==> src/hw/cpu_settings.svh <==
`ifndef CPU_SETTINGS_SVH
`define CPU_SETTINGS_SVH

// major opcodes, instruction bits 30:25
`define TY_BASE 6'b100000
`define ADDI    6'b101000
`define ORI     6'b101100
`define XORI    6'b101011
`define MOVI    6'b100010
`define LWI     6'b000010
`define SWI     6'b001010
`define TY_LS   6'b011100
`define TY_B    6'b100110
`define JJ      6'b100100

// base sub-ops, bits 4:0
`define ADD   5'b00000
`define SUB   5'b00001
`define AND   5'b00010
`define XOR   5'b00011
`define OR    5'b00100
`define SLLI  5'b01000
`define SRLI  5'b01001
`define ROTRI 5'b01011

// load/store sub-ops, bits 7:0
`define LW 8'b00000010
`define SW 8'b00001010

// branch sub-op, bit 14
`define BEQ 1'b0
`define BNE 1'b1

`define ALUSRC2_RBDATA  3'b000
`define ALUSRC2_IMM     3'b001
`define ALUSRC2_LSW     3'b010
`define ALUSRC2_LSWI    3'b011
`define ALUSRC2_BENX    3'b100
`define ALUSRC2_UNKNOWN 3'b111

`define IMM_5BIT_ZE  2'b00
`define IMM_15BIT_SE 2'b01
`define IMM_15BIT_ZE 2'b10
`define IMM_20BIT_SE 2'b11

`define WRREG_ALURESULT 2'b00
`define WRREG_IMMDATA   2'b01
`define WRREG_LWX       2'b10

`define PC_4     2'b00
`define PC_14BIT 2'b01
`define PC_24BIT 2'b10

`endif

==> src/hw/cpu_pkg.sv <==
`default_nettype none

package cpu_pkg;

	typedef logic [31:0] word_t;
	typedef logic [4:0]  reg_addr_t;
	typedef logic [5:0]  opcode_t;

	// mux select widths
	typedef logic [2:0] alu_src2_sel_t;
	typedef logic [1:0] imm_sel_t;
	typedef logic [1:0] wr_sel_t;
	typedef logic [1:0] pc_sel_t;

	typedef enum logic [2:0] {
		state_fetch,
		state_decode,
		state_execute,
		state_memaccess,
		state_writeback
	} cpu_state_t;

	// slices of the latched instruction
	typedef struct packed {
		opcode_t     opcode;
		reg_addr_t   rt_addr;
		reg_addr_t   ra_addr;
		reg_addr_t   rb_addr;
		logic [4:0]  sub_op_base;
		logic [7:0]  sub_op_ls;
		logic [1:0]  sv;
		logic [4:0]  imm5;
		logic [13:0] imm14;
		logic [14:0] imm15;
		logic [19:0] imm20;
		logic [23:0] imm24;
	} inst_fields_t;

	typedef struct packed {
		alu_src2_sel_t select_alu_src2;
		imm_sel_t      select_imm_extend;
		wr_sel_t       select_write_reg;
		pc_sel_t       select_pc;
		logic          do_dm_read;
		logic          do_dm_write;
		logic          do_reg_write;
		logic          enable_fetch;
		logic          enable_decode;
		logic          enable_execute;
		logic          enable_memaccess;
		logic          enable_writeback;
	} ctrl_t;

endpackage

`default_nettype wire

==> src/hw/alu.sv <==
`default_nettype none
`include "cpu_settings.svh"

module alu import cpu_pkg::*; (
	input  wire inst_fields_t fields,
	input  wire ctrl_t        ctrl,
	input  wire word_t        ra_data,
	input  wire word_t        rb_data,
	input  wire word_t        imm_value,
	output word_t             result,
	output logic              zero
);

	word_t src2;
	logic [4:0] op;
	logic [4:0] shamt;
	logic [63:0] rot;

	always_comb begin
		case (ctrl.select_alu_src2)
			`ALUSRC2_IMM:  src2 = imm_value;
			`ALUSRC2_LSW:  src2 = rb_data << fields.sv;
			`ALUSRC2_LSWI: src2 = {{15{fields.imm15[14]}}, fields.imm15, 2'b00};
			default:       src2 = rb_data;
		endcase
	end

	// operation reuses the base sub-op codes
	always_comb begin
		if (ctrl.select_alu_src2 == `ALUSRC2_LSW || ctrl.select_alu_src2 == `ALUSRC2_LSWI) begin
			op = `ADD;
		end else if (ctrl.select_alu_src2 == `ALUSRC2_BENX) begin
			op = `SUB;
		end else if (fields.opcode == `TY_BASE) begin
			op = fields.sub_op_base;
		end else if (fields.opcode == `ORI) begin
			op = `OR;
		end else if (fields.opcode == `XORI) begin
			op = `XOR;
		end else begin
			op = `ADD;
		end
	end

	assign shamt = src2[4:0];
	assign rot = {ra_data, ra_data} >> shamt;

	always_comb begin
		case (op)
			`SUB:    result = ra_data - src2;
			`AND:    result = ra_data & src2;
			`OR:     result = ra_data | src2;
			`XOR:    result = ra_data ^ src2;
			`SRLI:   result = ra_data >> shamt;
			`SLLI:   result = ra_data << shamt;
			`ROTRI:  result = rot[31:0];
			default: result = ra_data + src2;
		endcase
	end

	assign zero = (result == '0);

endmodule

`default_nettype wire

==> src/hw/cpu_controller.sv <==
`default_nettype none
`include "cpu_settings.svh"

module cpu_controller import cpu_pkg::*; (
	input  wire logic   clock,
	input  wire logic   reset,
	input  wire word_t  instruction,
	input  wire logic   alu_zero,
	output inst_fields_t fields,
	output ctrl_t       ctrl,
	output logic        im_read
);

	cpu_state_t state;
	cpu_state_t state_next;
	word_t instr_q;
	logic zero_q;

	always_ff @(posedge clock or posedge reset) begin
		if (reset) begin
			state <= state_fetch;
		end else begin
			state <= state_next;
		end
	end

	always_comb begin
		case (state)
			state_fetch:     state_next = state_decode;
			state_decode:    state_next = state_execute;
			state_execute:   state_next = state_memaccess;
			state_memaccess: state_next = state_writeback;
			default:         state_next = state_fetch;
		endcase
	end

	// loaded as fetch ends
	always_ff @(posedge clock or posedge reset) begin
		if (reset) begin
			instr_q <= '0;
		end else if (state == state_fetch) begin
			instr_q <= instruction;
		end
	end

	// branch compare settles during execute
	always_ff @(posedge clock or posedge reset) begin
		if (reset) begin
			zero_q <= 1'b0;
		end else if (state == state_execute) begin
			zero_q <= alu_zero;
		end
	end

	assign fields = '{
		opcode:      instr_q[30:25],
		rt_addr:     instr_q[24:20],
		ra_addr:     instr_q[19:15],
		rb_addr:     instr_q[14:10],
		sub_op_base: instr_q[4:0],
		sub_op_ls:   instr_q[7:0],
		sv:          instr_q[9:8],
		imm5:        instr_q[14:10],
		imm14:       instr_q[13:0],
		imm15:       instr_q[14:0],
		imm20:       instr_q[19:0],
		imm24:       instr_q[23:0]
	};

	assign im_read = ctrl.enable_fetch;

	always_comb begin
		ctrl = '0;
		ctrl.enable_fetch = (state == state_fetch);
		ctrl.enable_decode = (state == state_decode);
		ctrl.enable_execute = (state == state_execute);
		ctrl.enable_memaccess = (state == state_memaccess);
		ctrl.enable_writeback = (state == state_writeback);
		// unknown codes fall through as a no-op
		ctrl.select_alu_src2 = `ALUSRC2_UNKNOWN;
		ctrl.select_imm_extend = `IMM_5BIT_ZE;
		ctrl.select_write_reg = `WRREG_ALURESULT;
		ctrl.select_pc = `PC_4;
		case (fields.opcode)
			`TY_BASE: begin
				case (fields.sub_op_base)
					`ADD, `SUB, `AND, `OR, `XOR: begin
						ctrl.select_alu_src2 = `ALUSRC2_RBDATA;
						ctrl.do_reg_write = 1'b1;
					end
					`SRLI, `SLLI, `ROTRI: begin
						ctrl.select_alu_src2 = `ALUSRC2_IMM;
						ctrl.select_imm_extend = `IMM_5BIT_ZE;
						ctrl.do_reg_write = 1'b1;
					end
					default: ;
				endcase
			end
			`ADDI: begin
				ctrl.select_alu_src2 = `ALUSRC2_IMM;
				ctrl.select_imm_extend = `IMM_15BIT_SE;
				ctrl.do_reg_write = 1'b1;
			end
			`ORI, `XORI: begin
				ctrl.select_alu_src2 = `ALUSRC2_IMM;
				ctrl.select_imm_extend = `IMM_15BIT_ZE;
				ctrl.do_reg_write = 1'b1;
			end
			`MOVI: begin
				ctrl.select_alu_src2 = `ALUSRC2_IMM;
				ctrl.select_imm_extend = `IMM_20BIT_SE;
				ctrl.select_write_reg = `WRREG_IMMDATA;
				ctrl.do_reg_write = 1'b1;
			end
			`LWI: begin
				ctrl.select_alu_src2 = `ALUSRC2_LSWI;
				ctrl.select_write_reg = `WRREG_LWX;
				ctrl.do_dm_read = 1'b1;
				ctrl.do_reg_write = 1'b1;
			end
			`SWI: begin
				ctrl.select_alu_src2 = `ALUSRC2_LSWI;
				ctrl.do_dm_write = 1'b1;
			end
			`TY_LS: begin
				if (fields.sub_op_ls == `LW) begin
					ctrl.select_alu_src2 = `ALUSRC2_LSW;
					ctrl.select_write_reg = `WRREG_LWX;
					ctrl.do_dm_read = 1'b1;
					ctrl.do_reg_write = 1'b1;
				end else if (fields.sub_op_ls == `SW) begin
					ctrl.select_alu_src2 = `ALUSRC2_LSW;
					ctrl.do_dm_write = 1'b1;
				end
			end
			`TY_B: begin
				ctrl.select_alu_src2 = `ALUSRC2_BENX;
				// bit 14 picks beq or bne
				if ((instr_q[14] == `BEQ && zero_q) || (instr_q[14] == `BNE && !zero_q)) begin
					ctrl.select_pc = `PC_14BIT;
				end
			end
			`JJ: begin
				ctrl.select_pc = `PC_24BIT;
			end
			default: ;
		endcase
	end

	// the word latched at the end of fetch must be defined
	a_instr_known: assert property (@(posedge clock) disable iff (reset)
		ctrl.enable_fetch |-> !$isunknown(instruction));

	a_dm_exclusive: assert property (@(posedge clock) disable iff (reset)
		!(ctrl.do_dm_read && ctrl.do_dm_write));

endmodule

`default_nettype wire

==> src/hw/cpu_core.sv <==
`default_nettype none
`include "cpu_settings.svh"

module cpu_core import cpu_pkg::*; (
	input  wire logic  clock,
	input  wire logic  reset,
	output word_t      im_addr,
	output logic       im_read,
	input  wire word_t instruction,
	output word_t      dm_addr,
	output logic       dm_read,
	output logic       dm_write,
	output word_t      dm_wdata,
	input  wire word_t dm_rdata
);

	inst_fields_t fields;
	ctrl_t ctrl;
	word_t pc;
	word_t ra_data;
	word_t rb_data;
	word_t imm_value;
	word_t alu_result;
	logic alu_zero;
	word_t alu_q;
	word_t load_q;
	word_t wb_data;
	reg_addr_t rb_addr;

	cpu_controller u_controller (
		.clock(clock),
		.reset(reset),
		.instruction(instruction),
		.alu_zero(alu_zero),
		.fields(fields),
		.ctrl(ctrl),
		.im_read(im_read)
	);

	// branches compare ra with rt; stores send rt out during memory access
	assign rb_addr = (fields.opcode == `TY_B || ctrl.enable_memaccess) ?
		fields.rt_addr : fields.rb_addr;

	register_file u_regs (
		.clock(clock),
		.reset(reset),
		.ra_addr(fields.ra_addr),
		.rb_addr(rb_addr),
		.rt_addr(fields.rt_addr),
		.write_enable(ctrl.do_reg_write & ctrl.enable_writeback),
		.write_data(wb_data),
		.ra_data(ra_data),
		.rb_data(rb_data)
	);

	imm_extend u_imm (
		.fields(fields),
		.select_imm_extend(ctrl.select_imm_extend),
		.imm_value(imm_value)
	);

	alu u_alu (
		.fields(fields),
		.ctrl(ctrl),
		.ra_data(ra_data),
		.rb_data(rb_data),
		.imm_value(imm_value),
		.result(alu_result),
		.zero(alu_zero)
	);

	pc_unit u_pc (
		.clock(clock),
		.reset(reset),
		.enable(ctrl.enable_writeback),
		.select_pc(ctrl.select_pc),
		.fields(fields),
		.pc(pc)
	);

	always_ff @(posedge clock) begin
		if (ctrl.enable_execute) begin
			alu_q <= alu_result;
		end
		if (ctrl.enable_memaccess) begin
			load_q <= dm_rdata;
		end
	end

	always_comb begin
		case (ctrl.select_write_reg)
			`WRREG_IMMDATA: wb_data = imm_value;
			`WRREG_LWX:     wb_data = load_q;
			default:        wb_data = alu_q;
		endcase
	end

	assign im_addr = pc;
	assign dm_addr = alu_q;
	assign dm_wdata = rb_data;
	assign dm_read = ctrl.do_dm_read & ctrl.enable_memaccess;
	assign dm_write = ctrl.do_dm_write & ctrl.enable_memaccess;

endmodule

`default_nettype wire

==> src/hw/imm_extend.sv <==
`default_nettype none
`include "cpu_settings.svh"

module imm_extend import cpu_pkg::*; (
	input  wire inst_fields_t fields,
	input  wire imm_sel_t     select_imm_extend,
	output word_t             imm_value
);

	always_comb begin
		case (select_imm_extend)
			`IMM_5BIT_ZE: begin
				imm_value = {27'b0, fields.imm5};
			end
			`IMM_15BIT_SE: begin
				imm_value = {{17{fields.imm15[14]}}, fields.imm15};
			end
			`IMM_15BIT_ZE: begin
				imm_value = {17'b0, fields.imm15};
			end
			default: begin
				// movi
				imm_value = {{12{fields.imm20[19]}}, fields.imm20};
			end
		endcase
	end

endmodule

`default_nettype wire

==> src/hw/pc_unit.sv <==
`default_nettype none
`include "cpu_settings.svh"

module pc_unit import cpu_pkg::*; (
	input  wire logic         clock,
	input  wire logic         reset,
	input  wire logic         enable,
	input  wire pc_sel_t      select_pc,
	input  wire inst_fields_t fields,
	output word_t             pc
);

	word_t pc_next;

	// offsets count halfwords
	always_comb begin
		case (select_pc)
			`PC_14BIT: pc_next = pc + {{17{fields.imm14[13]}}, fields.imm14, 1'b0};
			`PC_24BIT: pc_next = pc + {{7{fields.imm24[23]}}, fields.imm24, 1'b0};
			default:   pc_next = pc + 32'd4;
		endcase
	end

	always_ff @(posedge clock or posedge reset) begin
		if (reset) begin
			pc <= '0;
		end else if (enable) begin
			pc <= pc_next;
		end
	end

endmodule

`default_nettype wire

==> src/hw/register_file.sv <==
`default_nettype none

module register_file import cpu_pkg::*; (
	input  wire logic      clock,
	input  wire logic      reset,
	input  wire reg_addr_t ra_addr,
	input  wire reg_addr_t rb_addr,
	input  wire reg_addr_t rt_addr,
	input  wire logic      write_enable,
	input  wire word_t     write_data,
	output word_t          ra_data,
	output word_t          rb_data
);

	word_t regs [32];

	always_ff @(posedge clock or posedge reset) begin
		if (reset) begin
			for (int i = 0; i < 32; i++) begin
				regs[i] <= '0;
			end
		end else if (write_enable && rt_addr != '0) begin
			regs[rt_addr] <= write_data;
		end
	end

	// r0 is hardwired
	assign ra_data = (ra_addr == '0) ? '0 : regs[ra_addr];
	assign rb_data = (rb_addr == '0) ? '0 : regs[rb_addr];

endmodule

`default_nettype wire

==> config.mk <==
export PLATFORM = sky130hd
export DESIGN_NAME = cpu_core
export DESIGN_NICKNAME = d
export VERILOG_FILES = /design/src/hw/cpu_pkg.sv /design/src/hw/alu.sv /design/src/hw/cpu_controller.sv /design/src/hw/cpu_core.sv /design/src/hw/imm_extend.sv /design/src/hw/pc_unit.sv /design/src/hw/register_file.sv
export VERILOG_INCLUDE_DIRS = /design/src /design/src/hw
export SDC_FILE = /design/constraint.sdc
export NUM_CORES = 2
export LEC_CHECK = 0
export BUFFER_PORTS_ARGS = -buffer_cell sky130_fd_sc_hd__buf_2
export CORE_MARGIN = 2
export CORE_UTILIZATION = 30
export DETAILED_ROUTE_END_ITERATION = 10
export GPL_TIMING_DRIVEN = 0
export PLACE_DENSITY = 0.45
export SYNTH_ARGS = -nofsm -noshare
export SYNTH_HDL_FRONTEND = slang
export SYNTH_HIERARCHICAL = 1
export SYNTH_SLANG_ARGS = --single-unit
export TNS_END_PERCENT = 20
==> constraint.sdc <==
create_clock -name clock -period 37.4 [get_ports clock]
set_clock_uncertainty 0.05 [all_clocks]
set_input_delay 0 -clock clock [delete_from_list [all_inputs] [get_ports clock]]
set_output_delay 0 -clock clock [all_outputs]
set_load 0.02 [all_outputs]
## After elaboration in Yosys (flattened, before gate mapping)

Cells that the tools add are included.

- Output and inout port bits: 99
- Register bits: 1155
- Word-level logic and storage cells: 162
- Input bits: 66

- Add/subtract/negate cells: 5
- Equal/unequal tests: 40
- Multiplexer cells: 39
- Shift operators: 4
- Bitwise gates (word level): 10
- $lt $le $gt $ge: 4
- Reductions and logical operators: 22

Operators by type and width:

| cell | number |
|---|---|
| $bwmux 1024 | 1 |
| $bmux 32 s5 | 2 |
| $mux 32 | 7 |
| $pmux 32 s7 | 1 |
| $pmux 32 s3 | 2 |
| $demux 32 s5 | 1 |
| $pmux 32 s2 | 2 |
| $add 32x32->32 | 3 |
| $shr 64x5->32 | 1 |
| $eq 6x6->1 const B | 7 |
| $add 32x3->32 const B | 1 |
| $and 32x32->32 | 1 |
| $logic_not 32->1 | 1 |
| $or 32x32->32 | 1 |
| $shl 32x2->32 | 1 |
| $shl 32x5->32 | 1 |
| $shr 32x5->32 | 1 |
| $sub 32x32->32 | 1 |
| $xor 32x32->32 | 1 |
| $eq 5x4->1 const B | 6 |
| $mux 5 | 5 |
| $eq 5x2->1 const B | 4 |
| $ge 6x6->1 const B | 3 |
| $not 5->6 | 3 |
| 37 further kinds | 67 |

## Logic depth before layout (Yosys ltp)

- Depth after elaboration: 13
- Mapped depth: 43
- Depth with buffers taken out: 34

## Modules after synthesis

The synthesis kept the hierarchy.

By module, submodules not included:

| module | sequential area each (µm²) | cells each | area an instance (µm²) | instances |
|---|---|---|---|---|
| register_file | 25624.6 | 3692 | 54732.5 | 1 |
| alu | 0.0 | 1512 | 9835.7 | 1 |
| pc_unit | 775.7 | 524 | 3933.8 | 1 |
| cpu_core | 1921.8 | 188 | 2640.0 | 1 |
| cpu_controller | 875.8 | 232 | 2383.5 | 1 |
| imm_extend | 0.0 | 65 | 581.8 | 1 |

## Worst setup path after synthesis

Ideal clock, no wire load.

- Kind: register to register
- Start: reg u_controller.state[1]
- End: reg u_controller.zero_q
- Stages on the path, launching flop included: 42
- Setup slack: 28.015 ns
- Buffers on the path: 10
- Library setup time: 0.065 ns
- Clock period less this slack: 9.385 ns
- Data required time: 37.285 ns
- Arrival: 9.270 ns
- Path through: dfrtp_1 -> and3b_1 -> buf_4 -> a31oi_4 -> mux2_2 -> buf_4 -> buf_6 -> buf_4 -> and2_1 -> clkbuf_1 -> buf_2 -> a22oi_1 -> a21oi_1 -> nor4_1 -> mux2_2 -> nor2_1 -> a211oi_1 -> nor2_1 -> [... 6 more ...] -> nand3_1 -> nand2_1 -> xnor2_1 -> ha_1 -> a21o_1 -> or4_1 -> nand3_1 -> nand3_1 -> o211a_1 -> o21a_1 -> nor3_1 -> nor3b_1 -> or4_1 -> nor4_1 -> nand4b_1 -> or3_1 -> a2111oi_2 -> mux2_2

RTL lines:

| item | RTL line | text |
|---|---|---|
| start: declaration | cpu_controller.sv:14 | `cpu_state_t state;` |
| start signal: assignment | cpu_controller.sv:21 | `state <= state_fetch;` |
| start signal: assignment | cpu_controller.sv:23 | `state <= state_next;` |
| end signal: assignment | cpu_controller.sv:51 | `zero_q <= alu_zero;` |
| end: declaration | cpu_controller.sv:17 | `logic zero_q;` |

==> impl_metrics.py <==
metrics = {
    "floorplanning": {
        "ios": 165,
        "design.core.area_sq_um": 245700,
        "dieArea_sq_um": 250800,
        "die_x_microns": 500.8,
        "start_util_pct": 30.13,
        "num_rows": 182,
        "die_y_microns": 500.8,
    },
    "sta": {
        "rsz0062_at_grt": "false",
        "worst_pin_slew_ns": 1.620,
        "period_minus_slack_ns": 14.33,
        "fin_crit_sh_pct": 38.31,
        "slew-limit-headroom_pct": -9.133,
        "worst_slack_ns": 23.07,
        "finalHoldViolCount": 0,
        "setup_viol": 0,
        "max_clock_freq_ghz": 0.06980,
        "tns_ns": 0,
        "slew_viol_final": 39,
    },
    "layout": {
        "final_cell_count_no_fill": 10080,
        "layout_commonest_cell": "mux2_2",
        "nets": 6936,
        "final_layout_size_suffix_gt1_share_pct": 35.31,
        "fill_cells": 24100,
        "syn2layout_area_growth_pct": 16.66,
        "final_cell_mix": "1,110 x mux2_2, 1,090 x dfrtp_1, 405 x mux4_2",
    },
    "placed_design": {
        "hpwl_mm": 287.7,
        "placed_cells": 9685,
        "io_buffers": 162,
        "place_ws_ns": 23.56,
        "place_congestion": 1.001,
    },
    "hold_path": {
        "hold_path_class": "primary input to register",
    },
    "synth": {
        "netlist_instances": 6204,
        "synth_warnings": 6,
        "synth.avg_cell_area_sq_um": 11.93,
        "syn-cell-area_sq_um": 74040,
        "synth_nets": 6407,
    },
    "global_routing": {
        "gr-total-overflow": 0,
        "grt_pass1_vias": 59430,
        "grt_pass1_wl_mm": 521.5,
        "track_usage_pct": 30.16,
        "antenna_found_initial": 39,
        "grt_max_degree": 128,
    },
    "pwr": {
        "p_leak_nw": 38.40,
        "vdd_ir_drop_max_mv": 0.04832,
        "swShare_pct": 33.09,
        "seq_power_share_pct": 37.9,
        "p_switching_mw": 1.145,
        "clkPwrFrac_pct": 39.7,
        "power_density_nw_per_um2": 40.06,
        "p_comb_share_pct": 22.4,
        "p_int_mw": 2.315,
    },
    "job": {
        "maxCapViolCount": 9,
    },
    "worst_setup_path": {
        "worst_ep_required_time_ns": 38.09,
        "worst_path_max_delay_cell": "clkbuf_1",
        "critPathMostFrequentCell": "clkbuf_1",
        "crit_type": "register to register",
        "cp_max_fo": 35,
        "arrival_ns": 15.01,
        "cpPeakStageDelay_ns": 1.08,
        "endpoint_kind": "register",
        "cp-start-kind": "register",
    },
    "clocking": {
        "cts_htree_levels": 4,
        "root_buffer": "clkbuf_16",
        "clkTransAtPathRegs_ns": 0.06,
        "numCtsBuffers": 137,
        "cts_tree": "done",
        "clockBufferDepth": 3,
        "clock_latency_ns": 0.83,
        "cts_sinks": 1154,
        "cts_post_setup_buffers_inserted": 0,
    },
    "routing": {
        "drc": 0,
        "ant_nets": 0,
        "drtPass1Iterations": 6,
        "vias": 61720,
        "viasPerCell": 6.125,
        "drtIter0Drc": 7967,
        "drt-total-wl_mm": 386.9,
        "routedWlPerCell_microns": 38.39,
    },
    "status": {
        "status": "finished with violations",
        "violations": "max-capacitance violations, max-slew violations",
    },
}
==> state kept, by name, indices dropped and copies added (netlist names) <==
name / flops
dm_addr: 32
load_q: 32
u_controller/instr_q: 31
u_controller/state: 3
u_controller/zero_q: 1
u_pc/pc: 31
u_regs/regs: 1024
==> final cells by class <==
type	instances	area [sq um]	share of cell area, %
clock inverters	41	454.2	0.5258
repair buffers	390	3304	3.826
clock buffers	208	4098	4.744
flip-flops and latches	1154	29200	33.80
plain buffers	677	3670	4.249
multi-input cells	4268	41180	47.68
diodes	13	32.53	0.03766
inverters	105	404.1	0.4679
well taps	3220	4029	4.664
==> worst max-delay path, delay by kind of cell, from the launching register on <==
kind                       cells  cell delay (ns)
buffers and inverters         10             5.29
AOI/OAI and AO/OA             11             4.24
and+or+nand+nor               10             2.86
muxes                          3             0.69
DFF                            1             0.42
adders and majority gates      1             0.40
xor gates and xnor gates       1             0.16
==> timing repair <==
action / 4_1_cts / 5_1_grt
hold buffers: 128 / 0
resized for setup: 0 / 0
endpoints found under the setup margin: 0 / 0
endpoints found under the hold margin: 398 / 0
==> power by group through the flow <==
stage	clock network, mW	logic [mW]	registers [mW]
floorplan	0	0.409	1.33
global placement	0	0.718	1.34
detailed placement	0	0.734	1.33
CTS	1.40	0.749	1.31
global route	1.45	0.794	1.31
finish	1.38	0.774	1.31
==> worst paths after layout <==
| check | startpoint | end | cells after the start | slack [ns] |
|---|---|---|---|---|
| setup / recovery | u_controller/state[1] | u_controller/zero_q | 36 | 23.07 |
| hold / removal | dm_rdata[1] | load_q[1] | 3 | 0.40 |
| setup reg to reg | u_controller/state[1] | u_controller/zero_q | 36 | 23.07 |
| hold reg to reg | u_pc/pc[31] | u_pc/pc[31] | 1 | 0.43 |
| max in group asynchronous | reset | u_regs/regs[683] | 8 | 34.12 |
| min in group asynchronous | reset | u_regs/regs[100] | 4 | 0.53 |
==> routing by layer <==
| metal | GRT usage (%) | vias to the layer above | share of wire (%) |
|---|---|---|---|
| met1 | 39.93 | 32590 | 41 |
| li1 | - | 24630 | - |
| met3 | 7.819 | 889 | 9.4 |
| met5 | 0 | - | 0.031 |
| met2 | 43.96 | 3595 | 42 |
| met4 | 18.34 | 20 | 7.3 |
==> through the flow <==
step	utilization, %	hold slack [ns]	power [mW]	instance area [sq um]
final	35.15	0.3961	3.460	86370
after global routing	35.14	0.3854	3.557	86340
after CTS	35.12	0.3442	3.456	86290
after detailed placement	32.75	0.1287	2.067	80460
after global placement	32.10	0.1318	2.054	78880
after floorplan	-	0.04887	1.740	74040
(Power assumes the default switching activity.)
